## src/design/bw_overlay_pkg.sv

```systemverilog
`default_nettype none

package bw_overlay_pkg;

  // vector widths
  localparam int hcount_w = 11;  // display and source column
  localparam int vcount_w = 10;  // display and source row
  localparam int pixel_w  = 16;  // rgb565
  localparam int luma_w   = 7;   // grayscale level
  localparam int addr_w   = 14;  // mask address, covers mask_depth
  localparam int color_w  = 4;   // one vga channel

  typedef logic [hcount_w-1:0] hcount_t;
  typedef logic [vcount_w-1:0] vcount_t;
  typedef logic [pixel_w-1:0]  rgb565_t;
  typedef logic [luma_w-1:0]   luma_t;
  typedef logic [addr_w-1:0]   mask_addr_t;
  typedef logic [color_w-1:0]  vga_color_t;

  // mask geometry
  // 240 x 320 source frame, one pixel kept in decim_factor per axis
  localparam int decim_factor = 3;
  localparam int mask_width   = 80;   // 240 / 3
  localparam int mask_height  = 106;  // 318 / 3, last two source rows dropped
  localparam int mask_depth   = mask_width * mask_height;  // 8480 entries

endpackage

`default_nettype wire

```

## src/design/luma_threshold.sv

```systemverilog
`default_nettype none

module luma_threshold (
  input  wire                     clk_65mhz,
  input  wire                     reset,
  input  wire                     in_valid,
  input  wire bw_overlay_pkg::rgb565_t in_pixel,
  input  wire bw_overlay_pkg::hcount_t in_hcount,
  input  wire bw_overlay_pkg::vcount_t in_vcount,
  input  wire bw_overlay_pkg::luma_t   thresh_level,
  output logic                    out_valid,
  output logic                    out_bit,
  output bw_overlay_pkg::hcount_t out_hcount,
  output bw_overlay_pkg::vcount_t out_vcount
);

  logic [7:0] red;
  logic [7:0] green;
  logic [7:0] blue;
  logic [8:0] luma_sum;  // wide enough to hold the full sum
  bw_overlay_pkg::luma_t level;

  // channels padded out to 8 bits
  assign red   = {in_pixel[15:11], 2'b00};
  assign green = {in_pixel[10:5], 1'b0};
  assign blue  = {in_pixel[4:0], 2'b00};

  // shift-and-add approximation of 0.3r + 0.59g + 0.11b
  assign luma_sum = 9'(red >> 2) + 9'(red >> 5) + 9'(red >> 6)
                  + 9'(green >> 1) + 9'(green >> 4) + 9'(green >> 5)
                  + 9'(blue >> 3) + 9'(blue >> 5);
  assign level = luma_sum[6:0];  // low bits only, bright pixels may wrap

  always_ff @(posedge clk_65mhz) begin
    if (reset) begin
      out_valid <= 1'b0;
    end else begin
      out_valid <= in_valid;
    end
  end

  // payload follows valid, no reset needed
  always_ff @(posedge clk_65mhz) begin
    out_bit    <= (level >= thresh_level);  // white when at or above threshold
    out_hcount <= in_hcount;
    out_vcount <= in_vcount;
  end

endmodule

`default_nettype wire

```

## config.mk

```make
export PLATFORM = sky130hd
export DESIGN_NAME = luma_threshold
export DESIGN_NICKNAME = d
export VERILOG_FILES = /design/src/design/bw_overlay_pkg.sv /design/src/design/luma_threshold.sv
export SDC_FILE = /design/constraint.sdc
export NUM_CORES = 1
export LEC_CHECK = 0
export ABC_CLOCK_PERIOD_IN_PS = 3680
export BUFFER_PORTS_ARGS = -buffer_cell sky130_fd_sc_hd__buf_2
export CAP_MARGIN = 30
export CORE_MARGIN = 5
export CORE_UTILIZATION = 39
export CTS_CLUSTER_DIAMETER = 100
export CTS_CLUSTER_SIZE = 25
export DETAILED_ROUTE_END_ITERATION = 6
export HOLD_SLACK_MARGIN = 0.08
export PLACE_DENSITY_LB_ADDON = 0.25
export SLEW_MARGIN = 20
export SYNTH_ARGS = -nofsm -noshare
export SYNTH_HDL_FRONTEND = slang
export SYNTH_SLANG_ARGS = --single-unit
```

## constraint.sdc

```tcl
create_clock -name clk_65mhz -period 3.68 [get_ports clk_65mhz]
set_input_delay 0.184 -clock clk_65mhz [delete_from_list [all_inputs] [get_ports clk_65mhz]]
set_output_delay 0.184 -clock clk_65mhz [all_outputs]
set_load 0.02 [all_outputs]
```

### Word level (Yosys, flattened, before mapping)

Cells that the tools add are included.

| storage, ports and cells | value |
|---|---|
| logic and storage cells | 12 |
| bits in registers | 23 |
| input bits | 47 |

| operators by class | value |
|---|---|
| magnitude comparators | 1 |
| $add $sub $neg | 7 |

Operators by type and width:

| operator | count |
|---|---|
| 7-bit by 2-bit adder with 7-bit output | 2 |
| 6-bit by 1-bit adder with 7-bit output | 1 |
| 7-bit by 3-bit adder with 7-bit output | 1 |
| 7-bit by 4-bit adder with 7-bit output | 1 |
| 7-bit by 6-bit adder with 7-bit output | 1 |
| 7-bit >= comparator | 1 |
| 5-bit by 2-bit adder with 6-bit output | 1 |

### Depth between registers and ports, before layout

Gate-level depths: netlist (run 1).

| logic depth | value |
|---|---|
| depth in word-level cells | 8 |
| mapped depth | 16 |

### Least setup slack after synthesis (run 1)

Ideal clock, no wire load.

| timing path | value |
|---|---|
| kind | input -> register |
| start | input port in_pixel[1] |
| end | register out_bit |
| arrival time | 3,404 ps |
| stages | 14 |
| buffers on the path | 0 |
| slack | 153 ps |
| setup time | 123 ps |
| cell sequence | fa_1 inv_1 fa_1 fa_1 inv_1 ha_1 fa_1 a211oi_2 o21bai_1 a21oi_1 xor2_1 ha_1 a21oi_1 o21ai_0 |

| between the ends | value |
|---|---|
| cells in the longest elaborated chain, start to end | 3 |

RTL lines:

| item | RTL line | RTL |
|---|---|---|
| start: declaration | luma_threshold.sv:7 | `input wire bw_overlay_pkg::rgb565_t in_pixel,` |
| 7-bit by 4-bit adder with 7-bit output | luma_threshold.sv:31 | `+ 9'(blue >> 3) + 9'(blue >> 5);` |
| 7-bit by 2-bit adder with 7-bit output | luma_threshold.sv:31 |  |
| 7-bit >= comparator | luma_threshold.sv:44 | `out_bit <= (level >= thresh_level);` |
| end signal: assignment | luma_threshold.sv:44 |  |
| end: declaration | luma_threshold.sv:12 | `output logic out_bit,` |

Every way passes these cells.
A chain may end at the register's enable or synchronous reset.

### Final worst setup path (run 1)

| timing path | value |
|---|---|
| start | input port in_pixel[9] |
| end | register out_bit |

| between the ends | value |
|---|---|
| cells in the longest elaborated chain, start to end | 6 |

RTL lines:

| item | RTL line | RTL |
|---|---|---|
| 7-bit by 6-bit adder with 7-bit output | luma_threshold.sv:30 | `+ 9'(green >> 1) + 9'(green >> 4) + 9'(green >> 5)` |
| 7-bit by 3-bit adder with 7-bit output | luma_threshold.sv:30 |  |
| 7-bit by 2-bit adder with 7-bit output (*) | luma_threshold.sv:30 |  |
| 7-bit by 4-bit adder with 7-bit output (*) | luma_threshold.sv:31 |  |
| 7-bit by 2-bit adder with 7-bit output (*) | luma_threshold.sv:31 |  |
| 7-bit >= comparator (*) | luma_threshold.sv:44 |  |

Every way passes the cells marked *; elsewhere a longest branch is shown, timed or not.

==> results of run 1 <==
-- kinds of logic (layout without fill, tap and decap cells) --
logic type               count (synthesis)  after routing  synth area share [%]
adder cells (fa/ha/maj)                 32             32                  40.4
buffers and inverters                   27            129                  8.11
flip-flops                              23             23                  36.8
AO/OA/AOI/OAI                           18             18                  9.41
XOR/XNOR                                 5              5                  3.50
AND/OR/NAND/NOR                          4              4                  1.70
-- sequential cells by signal, summed over array words and instances (netlist names) --
signal	cells
out_valid	1
out_bit	1
out_vcount	10
out_hcount	11
-- final timing paths --
| kind | startpoint | endpoint | slack, ns | cells after the start |
|---|---|---|---|---|
| max | in_pixel[9] | out_bit$_DFF_P_ | 0.28 | 15 |
| min | in_valid | out_valid$_SDFF_PP0_ | 0.14 | 2 |
-- placed cells by master (no fill, tap or decap) --
cell / instances
sky130_fd_sc_hd__xnor2_1: 3
sky130_fd_sc_hd__a21o_1: 3
sky130_fd_sc_hd__a21oi_1: 7
sky130_fd_sc_hd__xor2_1: 2
sky130_fd_sc_hd__o21bai_1: 2
sky130_fd_sc_hd__a211oi_2: 2
sky130_fd_sc_hd__clkbuf_4: 3
sky130_fd_sc_hd__nor2b_1: 2
sky130_fd_sc_hd__nand3_1: 1
sky130_fd_sc_hd__nand2_1: 1
sky130_fd_sc_hd__buf_4: 8
sky130_fd_sc_hd__buf_2: 68
sky130_fd_sc_hd__dfxtp_1: 23
sky130_fd_sc_hd__fa_1: 14
sky130_fd_sc_hd__clkinv_2: 1
sky130_fd_sc_hd__o21ai_0: 4
sky130_fd_sc_hd__ha_1: 18
sky130_fd_sc_hd__inv_1: 27
sky130_fd_sc_hd__dlygate4sd3_1: 22
-- per-layer routing --
layer | track usage [%] | part of all wire, % | up-vias
met5 | 0 | 0 | -
met4 | 5.33 | 1.0 | 0
met3 | 2.36 | 10 | 2
met2 | 25.5 | 50 | 49
met1 | 15.3 | 39 | 481
li1 | - | - | 543
-- worst max-delay path, stage by stage --
cell                       delay (ns)
sky130_fd_sc_hd__buf_2           0.13
sky130_fd_sc_hd__fa_1            0.53
sky130_fd_sc_hd__inv_1           0.05
sky130_fd_sc_hd__fa_1            0.44
sky130_fd_sc_hd__fa_1            0.49
sky130_fd_sc_hd__inv_1           0.04
sky130_fd_sc_hd__ha_1            0.20
sky130_fd_sc_hd__fa_1            0.40
sky130_fd_sc_hd__a211oi_2        0.22
sky130_fd_sc_hd__o21bai_1        0.10
sky130_fd_sc_hd__a21oi_1         0.17
sky130_fd_sc_hd__xor2_1          0.17
sky130_fd_sc_hd__ha_1            0.26
sky130_fd_sc_hd__a21oi_1         0.13
sky130_fd_sc_hd__o21ai_0         0.08
-- stage by stage --
stage | std cells | hold slack, ns
2_1_floorplan | 109 | 0.212
3_3_place_gp | 229 | 0.286
3_5_place_dp | 229 | 0.288
4_1_cts | 255 | 0.123
5_1_grt | 255 | 0.116
6_report | 255 | 0.138
-- layout make-up --
cell class              instances  area, sq um  share of cell area (%)
flip-flops and latches         23          460                    23.6
repair buffers                 98          621                    31.8
clock inverters                 1         5.00                   0.256
well taps                      44         55.1                    2.82
inverters                      27          101                    5.19
clock buffers                   3         22.5                    1.15
multi-input cells              59          688                    35.2
-- power by group --
group | internal, uW | switching (uW) | leakage, uW
clock | 40.4 | 67.5 | 0.0000177
combinational | 297 | 280 | 0.000853
sequential | 268 | 3.71 | 0.000194
==> metrics.txt, run 1 <==
# TYPE chip_impl_metric gauge
chip_impl_info{name="status",value="completed"} 1
chip_impl_metric{name="detail_route.wirelength",unit="mm"} 2.97
chip_impl_metric{name="antenna_found_initial",unit=""} 0
chip_impl_metric{name="drc",unit=""} 0
chip_impl_metric{name="grt_pass1_vias",unit=""} 1135
chip_impl_info{name="leading_post_synthesis_cells_by_cell_area",value="sky130_fd_sc_hd__dfxtp_1 37%, sky130_fd_sc_hd__fa_1 22%, sky130_fd_sc_hd__ha_1 18%"} 1
chip_impl_metric{name="fill_cells",unit=""} 262
chip_impl_metric{name="worst_slew_pin_slew",unit="ns"} 0.160
chip_impl_info{name="rsz0062_at_grt",value="false"} 1
chip_impl_metric{name="post_cts_resized",unit=""} 0
chip_impl_metric{name="crit_path_max_fo",unit=""} 3
chip_impl_metric{name="setup-tns-final",unit="ns"} 0
chip_impl_metric{name="sum_of_net_half_perimeters_after_detailed_placement",unit="mm"} 2.35
chip_impl_metric{name="cts_bufs_inserted",unit=""} 3
chip_impl_metric{name="final_worst_path_cycle_share",unit="%"} 92.4
chip_impl_info{name="yosysMostFrequentCell",value="sky130_fd_sc_hd__inv_1"} 1
chip_impl_metric{name="final_design_area_no_fill",unit="sq um"} 1950
chip_impl_metric{name="maxSlewHeadroom",unit="%"} 89.2
chip_impl_metric{name="die-area",unit="sq um"} 4440
chip_impl_metric{name="floorplan.initialDensity",unit="%"} 40.9
chip_impl_metric{name="setup_violations",unit=""} 0
chip_impl_metric{name="yosysTopAreaCellShare",unit="%"} 36.8
chip_impl_metric{name="finalWorstSetupSlack",unit="ns"} 0.279
chip_impl_metric{name="ctsHoldBuffers",unit=""} 22
chip_impl_info{name="synth_largest_area_cell",value="sky130_fd_sc_hd__dfxtp_1"} 1
chip_impl_metric{name="cellPowerDensity",unit="nW/um^2"} 490
chip_impl_metric{name="rows",unit=""} 20
chip_impl_metric{name="numClockSinks",unit=""} 23
chip_impl_info{name="clock_tree.root_cell",value="sky130_fd_sc_hd__clkbuf_4"} 1
chip_impl_metric{name="ant_nets",unit=""} 0
chip_impl_metric{name="final-hold-violation-count",unit=""} 0
chip_impl_metric{name="number_of_h_tree_levels",unit=""} 1
chip_impl_metric{name="worst_path_required_time",unit="ns"} 3.87
chip_impl_metric{name="critical_path_arrival",unit="ns"} 3.59
chip_impl_info{name="critical_path.startpoint_type",value="input pin"} 1
chip_impl_metric{name="grt_first_pass_wirelength",unit="mm"} 4.64
chip_impl_info{name="hp-class",value="input pin to flop"} 1
chip_impl_metric{name="synth_warnings",unit=""} 0
chip_impl_metric{name="netlist-cell-type-count",unit=""} 14
chip_impl_info{name="tritoncts",value="yes"} 1
chip_impl_metric{name="synthArstFlopShare",unit="%"} 0
chip_impl_metric{name="power.total",unit="uW"} 956
chip_impl_metric{name="finalCriticalPeriod",unit="ns"} 3.40
chip_impl_metric{name="die_h",unit="um"} 66.6
chip_impl_metric{name="core_area",unit="sq um"} 3050
chip_impl_metric{name="synth-seq-area-share",unit="%"} 36.8
chip_impl_metric{name="globalRouteTotalUtil",unit="%"} 13.7
chip_impl_info{name="worst_setup_path_end_kind",value="flop"} 1
chip_impl_metric{name="drv_slew",unit=""} 0
chip_impl_metric{name="power.ir.vdd_worst",unit="mV"} 0.241
chip_impl_metric{name="netlist_instances",unit=""} 109
chip_impl_metric{name="power.static_leakage",unit="uW"} 0.00106
chip_impl_metric{name="postSynthNetCount",unit=""} 188
chip_impl_info{name="synthFlopType",value="sky130_fd_sc_hd__dfxtp_1"} 1
chip_impl_metric{name="synth-seq-cells",unit=""} 23
chip_impl_metric{name="layout-drive-gt1-share",unit="%"} 38.9
chip_impl_info{name="worstSetupPathType",value="input pin to flop"} 1
chip_impl_metric{name="synth_enable_flop_cells",unit=""} 0
chip_impl_metric{name="dr.first_iter.drc_count",unit=""} 23
chip_impl_metric{name="io-pin-count",unit=""} 70
chip_impl_metric{name="numPortBuffers",unit=""} 68
chip_impl_metric{name="die_w",unit="um"} 66.6
chip_impl_metric{name="clock_slew_at_the_register_clock_pins_of_the_worst_setup_and_hold_paths",unit="ns"} 0.11
chip_impl_metric{name="routed_via_density",unit=""} 4.22
chip_impl_metric{name="avgSynthCellArea",unit="sq um"} 11.5
chip_impl_metric{name="detailedPlace.worstSlack",unit="ns"} -0.0697
chip_impl_metric{name="max_capacitance_violation_total",unit=""} 0
chip_impl_metric{name="area_delta_synth_final",unit="%"} 56.3
chip_impl_metric{name="dpl_cell_area",unit="sq um"} 1710
chip_impl_metric{name="fin_nets",unit=""} 291
chip_impl_metric{name="core_occupancy_in_the_finished_layout",unit="%"} 64.0
chip_impl_metric{name="max_freq",unit="GHz"} 0.294
chip_impl_metric{name="cts_setup_buffers",unit=""} 0
chip_impl_metric{name="route.vias.total",unit=""} 1075
chip_impl_metric{name="maximum_number_of_pins_on_one_net_before_global_route_repair",unit=""} 14
chip_impl_metric{name="drt_first_pass_iters",unit=""} 4
chip_impl_metric{name="cts-root-to-sink-buffers",unit=""} 2
chip_impl_metric{name="synth.cell_area",unit="sq um"} 1250
chip_impl_metric{name="antenna_cells",unit=""} 0
chip_impl_metric{name="gp_routability_congestion",unit=""} 0.742
chip_impl_metric{name="grt-ovfl-total",unit=""} 0
chip_impl_info{name="synthTopCellsByCount",value="27 x sky130_fd_sc_hd__inv_1, 23 x sky130_fd_sc_hd__dfxtp_1, 18 x sky130_fd_sc_hd__ha_1"} 1
chip_impl_metric{name="post_drt_wl_per_cell",unit="um"} 11.7
Note: power is estimated with default switching activity, not from simulation.
==> run 2, diff against run 1 <==
--- a/config.mk
+++ b/config.mk
@@ -5,11 +5,11 @@
 export SDC_FILE = /design/constraint.sdc
 export NUM_CORES = 1
 export LEC_CHECK = 0
-export ABC_CLOCK_PERIOD_IN_PS = 3680
+export ABC_CLOCK_PERIOD_IN_PS = 3800
 export BUFFER_PORTS_ARGS = -buffer_cell sky130_fd_sc_hd__buf_2
 export CAP_MARGIN = 30
 export CORE_MARGIN = 5
-export CORE_UTILIZATION = 39
+export CORE_UTILIZATION = 43
 export CTS_CLUSTER_DIAMETER = 100
 export CTS_CLUSTER_SIZE = 25
 export DETAILED_ROUTE_END_ITERATION = 6
==> constraint.sdc (replaced) <==
create_clock -name clk_65mhz -period 3.8 [get_ports clk_65mhz]
set_input_delay 0.19 -clock clk_65mhz [delete_from_list [all_inputs] [get_ports clk_65mhz]]
set_output_delay 0.19 -clock clk_65mhz [all_outputs]
set_load 0.02 [all_outputs]
==> metrics.txt, run 2 (synthesis results as in run 1) <==
# TYPE chip_impl_metric gauge
chip_impl_info{name="status",value="completed"} 1
chip_impl_metric{name="worst_path_required_time",unit="ns"} 3.99
chip_impl_metric{name="post_drt_wl_per_cell",unit="um"} 12.6
chip_impl_metric{name="clock_slew_at_the_register_clock_pins_of_the_worst_setup_and_hold_paths",unit="ns"} 0.13
chip_impl_metric{name="fin_nets",unit=""} 285
chip_impl_metric{name="number_of_h_tree_levels",unit=""} 1
chip_impl_metric{name="final_design_area_no_fill",unit="sq um"} 1890
chip_impl_metric{name="power.total",unit="uW"} 919
chip_impl_metric{name="critical_path_arrival",unit="ns"} 3.72
chip_impl_info{name="clock_tree.root_cell",value="sky130_fd_sc_hd__clkbuf_4"} 1
chip_impl_metric{name="portion_of_total_power_attributed_to_sequential_cells",unit="%"} 28.6
chip_impl_info{name="reg.largest.list",value="out_hcount (11), out_vcount (10)"} 1
chip_impl_metric{name="setup_violations",unit=""} 0
chip_impl_metric{name="cellPowerDensity",unit="nW/um^2"} 486
chip_impl_metric{name="cts_setup_buffers",unit=""} 0
chip_impl_metric{name="gp_routability_congestion",unit=""} 0.747
chip_impl_info{name="largest_register",value="out_hcount"} 1
chip_impl_metric{name="share_comb_of_total_power",unit="%"} 59.7
chip_impl_metric{name="maxSlewHeadroom",unit="%"} 86.6
chip_impl_metric{name="cts_bufs_inserted",unit=""} 3
chip_impl_metric{name="globalRouteTotalUtil",unit="%"} 14.9
chip_impl_metric{name="finalWorstSetupSlack",unit="ns"} 0.273
chip_impl_metric{name="floorplan.initialDensity",unit="%"} 44.9
chip_impl_metric{name="finalCriticalPeriod",unit="ns"} 3.53
chip_impl_metric{name="io-pin-count",unit=""} 70
chip_impl_metric{name="dpl_cell_area",unit="sq um"} 1640
chip_impl_metric{name="maximum_number_of_pins_on_one_net_before_global_route_repair",unit=""} 14
chip_impl_metric{name="grt_pass1_vias",unit=""} 1167
chip_impl_info{name="worstSetupPathType",value="input pin to flop"} 1
chip_impl_info{name="mostFrequentLayoutCells",value="68 x sky130_fd_sc_hd__buf_2, 27 x sky130_fd_sc_hd__inv_1, 23 x sky130_fd_sc_hd__dfxtp_1"} 1
chip_impl_metric{name="antenna_found_initial",unit=""} 0
chip_impl_metric{name="ctsHoldBuffers",unit=""} 22
chip_impl_metric{name="routed_via_density",unit=""} 4.55
chip_impl_metric{name="drc",unit=""} 0
chip_impl_metric{name="largest_register_ff_count",unit=""} 11
chip_impl_info{name="rsz0062_at_grt",value="false"} 1
chip_impl_metric{name="rows",unit=""} 19
chip_impl_metric{name="switching_share",unit="%"} 37.8
chip_impl_metric{name="crit_path_max_fo",unit=""} 3
chip_impl_info{name="worst_setup_path_end_kind",value="flop"} 1
chip_impl_metric{name="internal-power",unit="uW"} 571
chip_impl_metric{name="detail_route.wirelength",unit="mm"} 2.98
chip_impl_metric{name="detailedPlace.worstSlack",unit="ns"} -0.0429
chip_impl_metric{name="power.static_leakage",unit="uW"} 0.00103
chip_impl_metric{name="fill_cells",unit=""} 230
chip_impl_metric{name="route.vias.total",unit=""} 1074
chip_impl_metric{name="drv_slew",unit=""} 0
chip_impl_metric{name="core_area",unit="sq um"} 2780
chip_impl_metric{name="post_cts_resized",unit=""} 0
chip_impl_metric{name="final_worst_path_cycle_share",unit="%"} 92.8
chip_impl_metric{name="multiInputGateArea",unit="sq um"} 688
chip_impl_metric{name="antenna_cells",unit=""} 0
chip_impl_metric{name="area_delta_synth_final",unit="%"} 51.4
chip_impl_metric{name="power.ir.vdd_worst",unit="mV"} 0.371
chip_impl_metric{name="drt_first_pass_iters",unit=""} 3
chip_impl_metric{name="layout-drive-gt1-share",unit="%"} 37.1
chip_impl_metric{name="pwr-share-clk",unit="%"} 11.7
chip_impl_metric{name="worst_slew_pin_slew",unit="ns"} 0.202
chip_impl_metric{name="cts-root-to-sink-buffers",unit=""} 2
chip_impl_metric{name="numClockSinks",unit=""} 23
chip_impl_info{name="layout_commonest_cell",value="sky130_fd_sc_hd__buf_2"} 1
chip_impl_metric{name="holdWs",unit="ns"} 0.123
chip_impl_metric{name="grt-ovfl-total",unit=""} 0
chip_impl_metric{name="max_capacitance_violation_total",unit=""} 0
chip_impl_info{name="critical_path.startpoint_type",value="input pin"} 1
chip_impl_metric{name="numPortBuffers",unit=""} 68
chip_impl_metric{name="die-area",unit="sq um"} 4090
chip_impl_metric{name="flip_flop_and_latch_area",unit="sq um"} 460
chip_impl_metric{name="dr.first_iter.drc_count",unit=""} 19
chip_impl_info{name="hp-class",value="input pin to flop"} 1
chip_impl_info{name="tritoncts",value="yes"} 1
chip_impl_metric{name="max_freq",unit="GHz"} 0.284
chip_impl_metric{name="sum_of_net_half_perimeters_after_detailed_placement",unit="mm"} 2.44
chip_impl_metric{name="final-hold-violation-count",unit=""} 0
chip_impl_metric{name="die_w",unit="um"} 63.9
chip_impl_metric{name="ant_nets",unit=""} 0
chip_impl_metric{name="total_switching_power",unit="uW"} 348
chip_impl_metric{name="grt_first_pass_wirelength",unit="mm"} 4.84
chip_impl_metric{name="die_h",unit="um"} 63.9
## run 2: changes by cell type in the layout (fill, tap and decap cells not counted), sizes merged
| cell | change |
|---|---|
| buf | -6 |
## run 2: cell type report
type | count | area share, %
Multi-Input combinational cell | 59 | 36.4
Clock buffer | 3 | 1.19
Inverter | 27 | 5.36
Timing Repair Buffer | 92 | 30.4
Clock inverter | 1 | 0.265
Sequential cell | 23 | 24.3
Tap cell | 31 | 2.05
## run 2: per-layer routing
metal / vias up / global-route usage (%) / routed length (um)
met5: - / 0 / 0
met4: 0 / 5.45 / 28
met3: 4 / 3.15 / 244
met2: 37 / 31.2 / 1710
met1: 501 / 13.5 / 1000
li1: 532 / - / -
## run 2: through the flow
stage / std cells / setup TNS (ns) / utilization [%]
finish: 236 / 0 / 68.0
global route: 236 / 0 / 68.0
CTS: 236 / 0 / 68.0
detailed placement: 210 / -0.0429 / 59.1
global placement: 210 / 0 / 59.1
floorplan: 109 / 0 / -
## run 2: power by group through the flow
stage	clock network [uW]	logic (uW)	registers, uW
floorplan	0	367	292
global placement	0	502	268
detailed placement	0	539	268
CTS	115	558	263
global route	125	632	265
finish	107	549	263
## run 2: final timing paths
check        start                    to  cells past startpoint
max    in_pixel[9]       out_bit$_DFF_P_                     15
min       in_valid  out_valid$_SDFF_PP0_                      2
## run 2: worst max-delay path: stages
cell                       delay, ns
sky130_fd_sc_hd__buf_2          0.13
sky130_fd_sc_hd__fa_1           0.53
sky130_fd_sc_hd__inv_1          0.05
sky130_fd_sc_hd__fa_1           0.45
sky130_fd_sc_hd__fa_1           0.51
sky130_fd_sc_hd__inv_1          0.04
sky130_fd_sc_hd__ha_1           0.20
sky130_fd_sc_hd__fa_1           0.44
sky130_fd_sc_hd__a211oi_2       0.25
sky130_fd_sc_hd__o21bai_1       0.10
sky130_fd_sc_hd__a21oi_1        0.18
sky130_fd_sc_hd__xor2_1         0.17
sky130_fd_sc_hd__ha_1           0.26
sky130_fd_sc_hd__a21oi_1        0.13
sky130_fd_sc_hd__o21ai_0        0.09
==> run 3, diff against run 2 <==
--- a/config.mk
+++ b/config.mk
@@ -5,15 +5,14 @@
 export SDC_FILE = /design/constraint.sdc
 export NUM_CORES = 1
 export LEC_CHECK = 0
-export ABC_CLOCK_PERIOD_IN_PS = 3800
-export BUFFER_PORTS_ARGS = -buffer_cell sky130_fd_sc_hd__buf_2
+export ABC_CLOCK_PERIOD_IN_PS = 4250
 export CAP_MARGIN = 30
 export CORE_MARGIN = 5
-export CORE_UTILIZATION = 43
+export CORE_UTILIZATION = 60
 export CTS_CLUSTER_DIAMETER = 100
 export CTS_CLUSTER_SIZE = 25
 export DETAILED_ROUTE_END_ITERATION = 6
-export HOLD_SLACK_MARGIN = 0.08
+export DONT_BUFFER_PORTS = 1
 export PLACE_DENSITY_LB_ADDON = 0.25
 export SLEW_MARGIN = 20
 export SYNTH_ARGS = -nofsm -noshare
==> constraint.sdc (replaced) <==
create_clock -name clk_65mhz -period 4.25 [get_ports clk_65mhz]
set_input_delay 0.2125 -clock clk_65mhz [delete_from_list [all_inputs] [get_ports clk_65mhz]]
set_output_delay 0.2125 -clock clk_65mhz [all_outputs]
set_load 0.02 [all_outputs]
==> metrics.txt, run 3 (synthesis results as in run 1) <==
# TYPE chip_impl_metric gauge
chip_impl_info{name="tritoncts",value="yes"} 1
chip_impl_metric{name="fin_nets",unit=""} 215
chip_impl_metric{name="routed_via_density",unit=""} 4.94
chip_impl_info{name="mostFrequentLayoutCells",value="27 x sky130_fd_sc_hd__inv_1, 23 x sky130_fd_sc_hd__dfxtp_1, 22 x sky130_fd_sc_hd__dlygate4sd3_1"} 1
chip_impl_metric{name="max_capacitance_violation_total",unit=""} 0
chip_impl_metric{name="grt-ovfl-total",unit=""} 0
chip_impl_metric{name="die_w",unit="um"} 55.6
chip_impl_metric{name="crit_path_max_fo",unit=""} 3
chip_impl_metric{name="max_freq",unit="GHz"} 0.290
chip_impl_metric{name="final-hold-violation-count",unit=""} 0
chip_impl_metric{name="portion_of_total_power_attributed_to_sequential_cells",unit="%"} 33.8
chip_impl_metric{name="numPortBuffers",unit=""} 0
chip_impl_info{name="critical_path.startpoint_type",value="input pin"} 1
chip_impl_info{name="worst_setup_path_end_kind",value="flop"} 1
chip_impl_metric{name="layout-drive-gt1-share",unit="%"} 4.44
chip_impl_metric{name="maximum_number_of_pins_on_one_net_before_global_route_repair",unit=""} 14
chip_impl_metric{name="internal-power",unit="uW"} 471
chip_impl_metric{name="number_of_h_tree_levels",unit=""} 1
chip_impl_metric{name="numClockSinks",unit=""} 23
chip_impl_metric{name="switching_share",unit="%"} 38.2
chip_impl_info{name="layout_commonest_cell",value="sky130_fd_sc_hd__inv_1"} 1
chip_impl_info{name="largest_register",value="out_hcount"} 1
chip_impl_metric{name="maxSlewHeadroom",unit="%"} 84.1
chip_impl_metric{name="drt_first_pass_iters",unit=""} 4
chip_impl_metric{name="worst_path_required_time",unit="ns"} 4.45
chip_impl_metric{name="cts-root-to-sink-buffers",unit=""} 2
chip_impl_metric{name="pwr-share-clk",unit="%"} 13.0
chip_impl_metric{name="cts_bufs_inserted",unit=""} 3
chip_impl_metric{name="setup-tns-final",unit="ns"} 0
chip_impl_metric{name="drc",unit=""} 0
chip_impl_metric{name="cellPowerDensity",unit="nW/um^2"} 498
chip_impl_metric{name="finalWorstSetupSlack",unit="ns"} 0.806
chip_impl_metric{name="die-area",unit="sq um"} 3100
chip_impl_metric{name="post-place-cells",unit=""} 136
chip_impl_metric{name="power.total",unit="uW"} 763
chip_impl_metric{name="setup_violations",unit=""} 0
chip_impl_metric{name="power.ir.vdd_worst",unit="mV"} 0.361
chip_impl_metric{name="antenna_found_initial",unit=""} 0
chip_impl_info{name="worstSetupPathType",value="input pin to flop"} 1
chip_impl_metric{name="drv_slew",unit=""} 0
chip_impl_metric{name="worst_slew_pin_slew",unit="ns"} 0.238
chip_impl_metric{name="grt_pass1_vias",unit=""} 860
chip_impl_info{name="clock_tree.root_cell",value="sky130_fd_sc_hd__clkbuf_4"} 1
chip_impl_metric{name="core_area",unit="sq um"} 1980
chip_impl_info{name="hp-class",value="input pin to flop"} 1
chip_impl_metric{name="die_h",unit="um"} 55.6
chip_impl_metric{name="share_comb_of_total_power",unit="%"} 53.2
chip_impl_metric{name="antenna_cells",unit=""} 0
chip_impl_metric{name="post_drt_wl_per_cell",unit="um"} 16.0
chip_impl_metric{name="critical_path_arrival",unit="ns"} 3.64
chip_impl_metric{name="final_worst_path_cycle_share",unit="%"} 81.0
chip_impl_metric{name="dr.first_iter.drc_count",unit=""} 5
chip_impl_metric{name="grt_first_pass_wirelength",unit="mm"} 4.26
chip_impl_metric{name="area_delta_synth_final",unit="%"} 22.5
chip_impl_metric{name="cts_setup_buffers",unit=""} 0
chip_impl_metric{name="power.static_leakage",unit="uW"} 0.000756
chip_impl_metric{name="finalCriticalPeriod",unit="ns"} 3.44
chip_impl_metric{name="instances_no_fill",unit=""} 162
chip_impl_info{name="rsz0062_at_grt",value="false"} 1
chip_impl_info{name="reg.largest.list",value="out_hcount (11), out_vcount (10)"} 1
chip_impl_metric{name="sum_of_net_half_perimeters_after_detailed_placement",unit="mm"} 2.07
chip_impl_metric{name="detailedPlace.worstSlack",unit="ns"} 0.489
chip_impl_metric{name="ant_nets",unit=""} 0
chip_impl_metric{name="detail_route.wirelength",unit="mm"} 2.59
chip_impl_metric{name="total_switching_power",unit="uW"} 292
chip_impl_metric{name="clock_slew_at_the_register_clock_pins_of_the_worst_setup_and_hold_paths",unit="ns"} 0.13
chip_impl_metric{name="rows",unit=""} 16
chip_impl_info{name="status",value="completed"} 1
chip_impl_metric{name="gp_routability_congestion",unit=""} 0.759
chip_impl_metric{name="io-pin-count",unit=""} 70
chip_impl_metric{name="route.vias.total",unit=""} 801
chip_impl_metric{name="largest_register_ff_count",unit=""} 11
chip_impl_metric{name="globalRouteTotalUtil",unit="%"} 17.8
chip_impl_metric{name="floorplan.initialDensity",unit="%"} 63.1
[run 3: changes by cell type in the layout (fill, tap and decap cells not counted)]
cell / previous run / this run
sky130_fd_sc_hd__buf_2: 68 / 0
sky130_fd_sc_hd__buf_4: 2 / 0
[run 3: routing by layer]
layer / GRT usage [%] / up-vias / share of wire [%]
li1: - / 391 / -
met1: 17.6 / 364 / 33
met2: 33.4 / 42 / 57
met3: 6.96 / 4 / 8.4
met4: 5.56 / 0 / 1.6
met5: 0 / - / 0
[run 3: what timing repair did]
action | in CTS | in global routing
hold buffers | 22 | 0
hold endpoints to repair | 22 | 0
gates resized for setup | 0 | 0
[run 3: layout make-up]
type	count	area (sq um)
Sequential cell	23	460
Timing Repair Buffer	22	220
Fill cell	130	450
Clock buffer	3	22.5
Inverter	27	101
Tap cell	27	33.8
Multi-Input combinational cell	59	688
Clock inverter	1	5.00
[run 3: per-stage QoR]
stage,instance area [sq um],utilization (%),hold WS [ns]
final,1530,77.3,0.0221
after detailed placement,1280,64.8,0.240
after floorplan,1250,-,0.240
after global placement,1280,64.8,0.240
after global routing,1530,77.3,0.0156
after CTS,1530,77.3,0.0389
[run 3: power by group through the flow]
stage               sequential (uW)  clock [uW]  combinational [uW]
floorplan                       261           0                 328
CTS                             258        94.6                 414
finish                          258        99.0                 406
detailed placement              264           0                 394
global placement                263           0                 374
global route                    260         114                 473
[run 3: path summary, 6_finish.rpt]
kind / endpoint / cells after the start / slack (ns) / from
setup / recovery: out_bit$_DFF_P_ / 14 / 0.81 / in_pixel[1]
hold / removal: out_valid$_SDFF_PP0_ / 1 / 0.02 / in_valid
[run 3: worst max-delay path, stage by stage]
cell	delay (ns)
sky130_fd_sc_hd__fa_1	0.53
sky130_fd_sc_hd__inv_1	0.05
sky130_fd_sc_hd__fa_1	0.48
sky130_fd_sc_hd__fa_1	0.50
sky130_fd_sc_hd__inv_1	0.05
sky130_fd_sc_hd__ha_1	0.23
sky130_fd_sc_hd__fa_1	0.44
sky130_fd_sc_hd__a211oi_2	0.24
sky130_fd_sc_hd__o21bai_1	0.09
sky130_fd_sc_hd__a21oi_1	0.17
sky130_fd_sc_hd__xor2_1	0.17
sky130_fd_sc_hd__ha_1	0.26
sky130_fd_sc_hd__a21oi_1	0.13
sky130_fd_sc_hd__o21ai_0	0.09
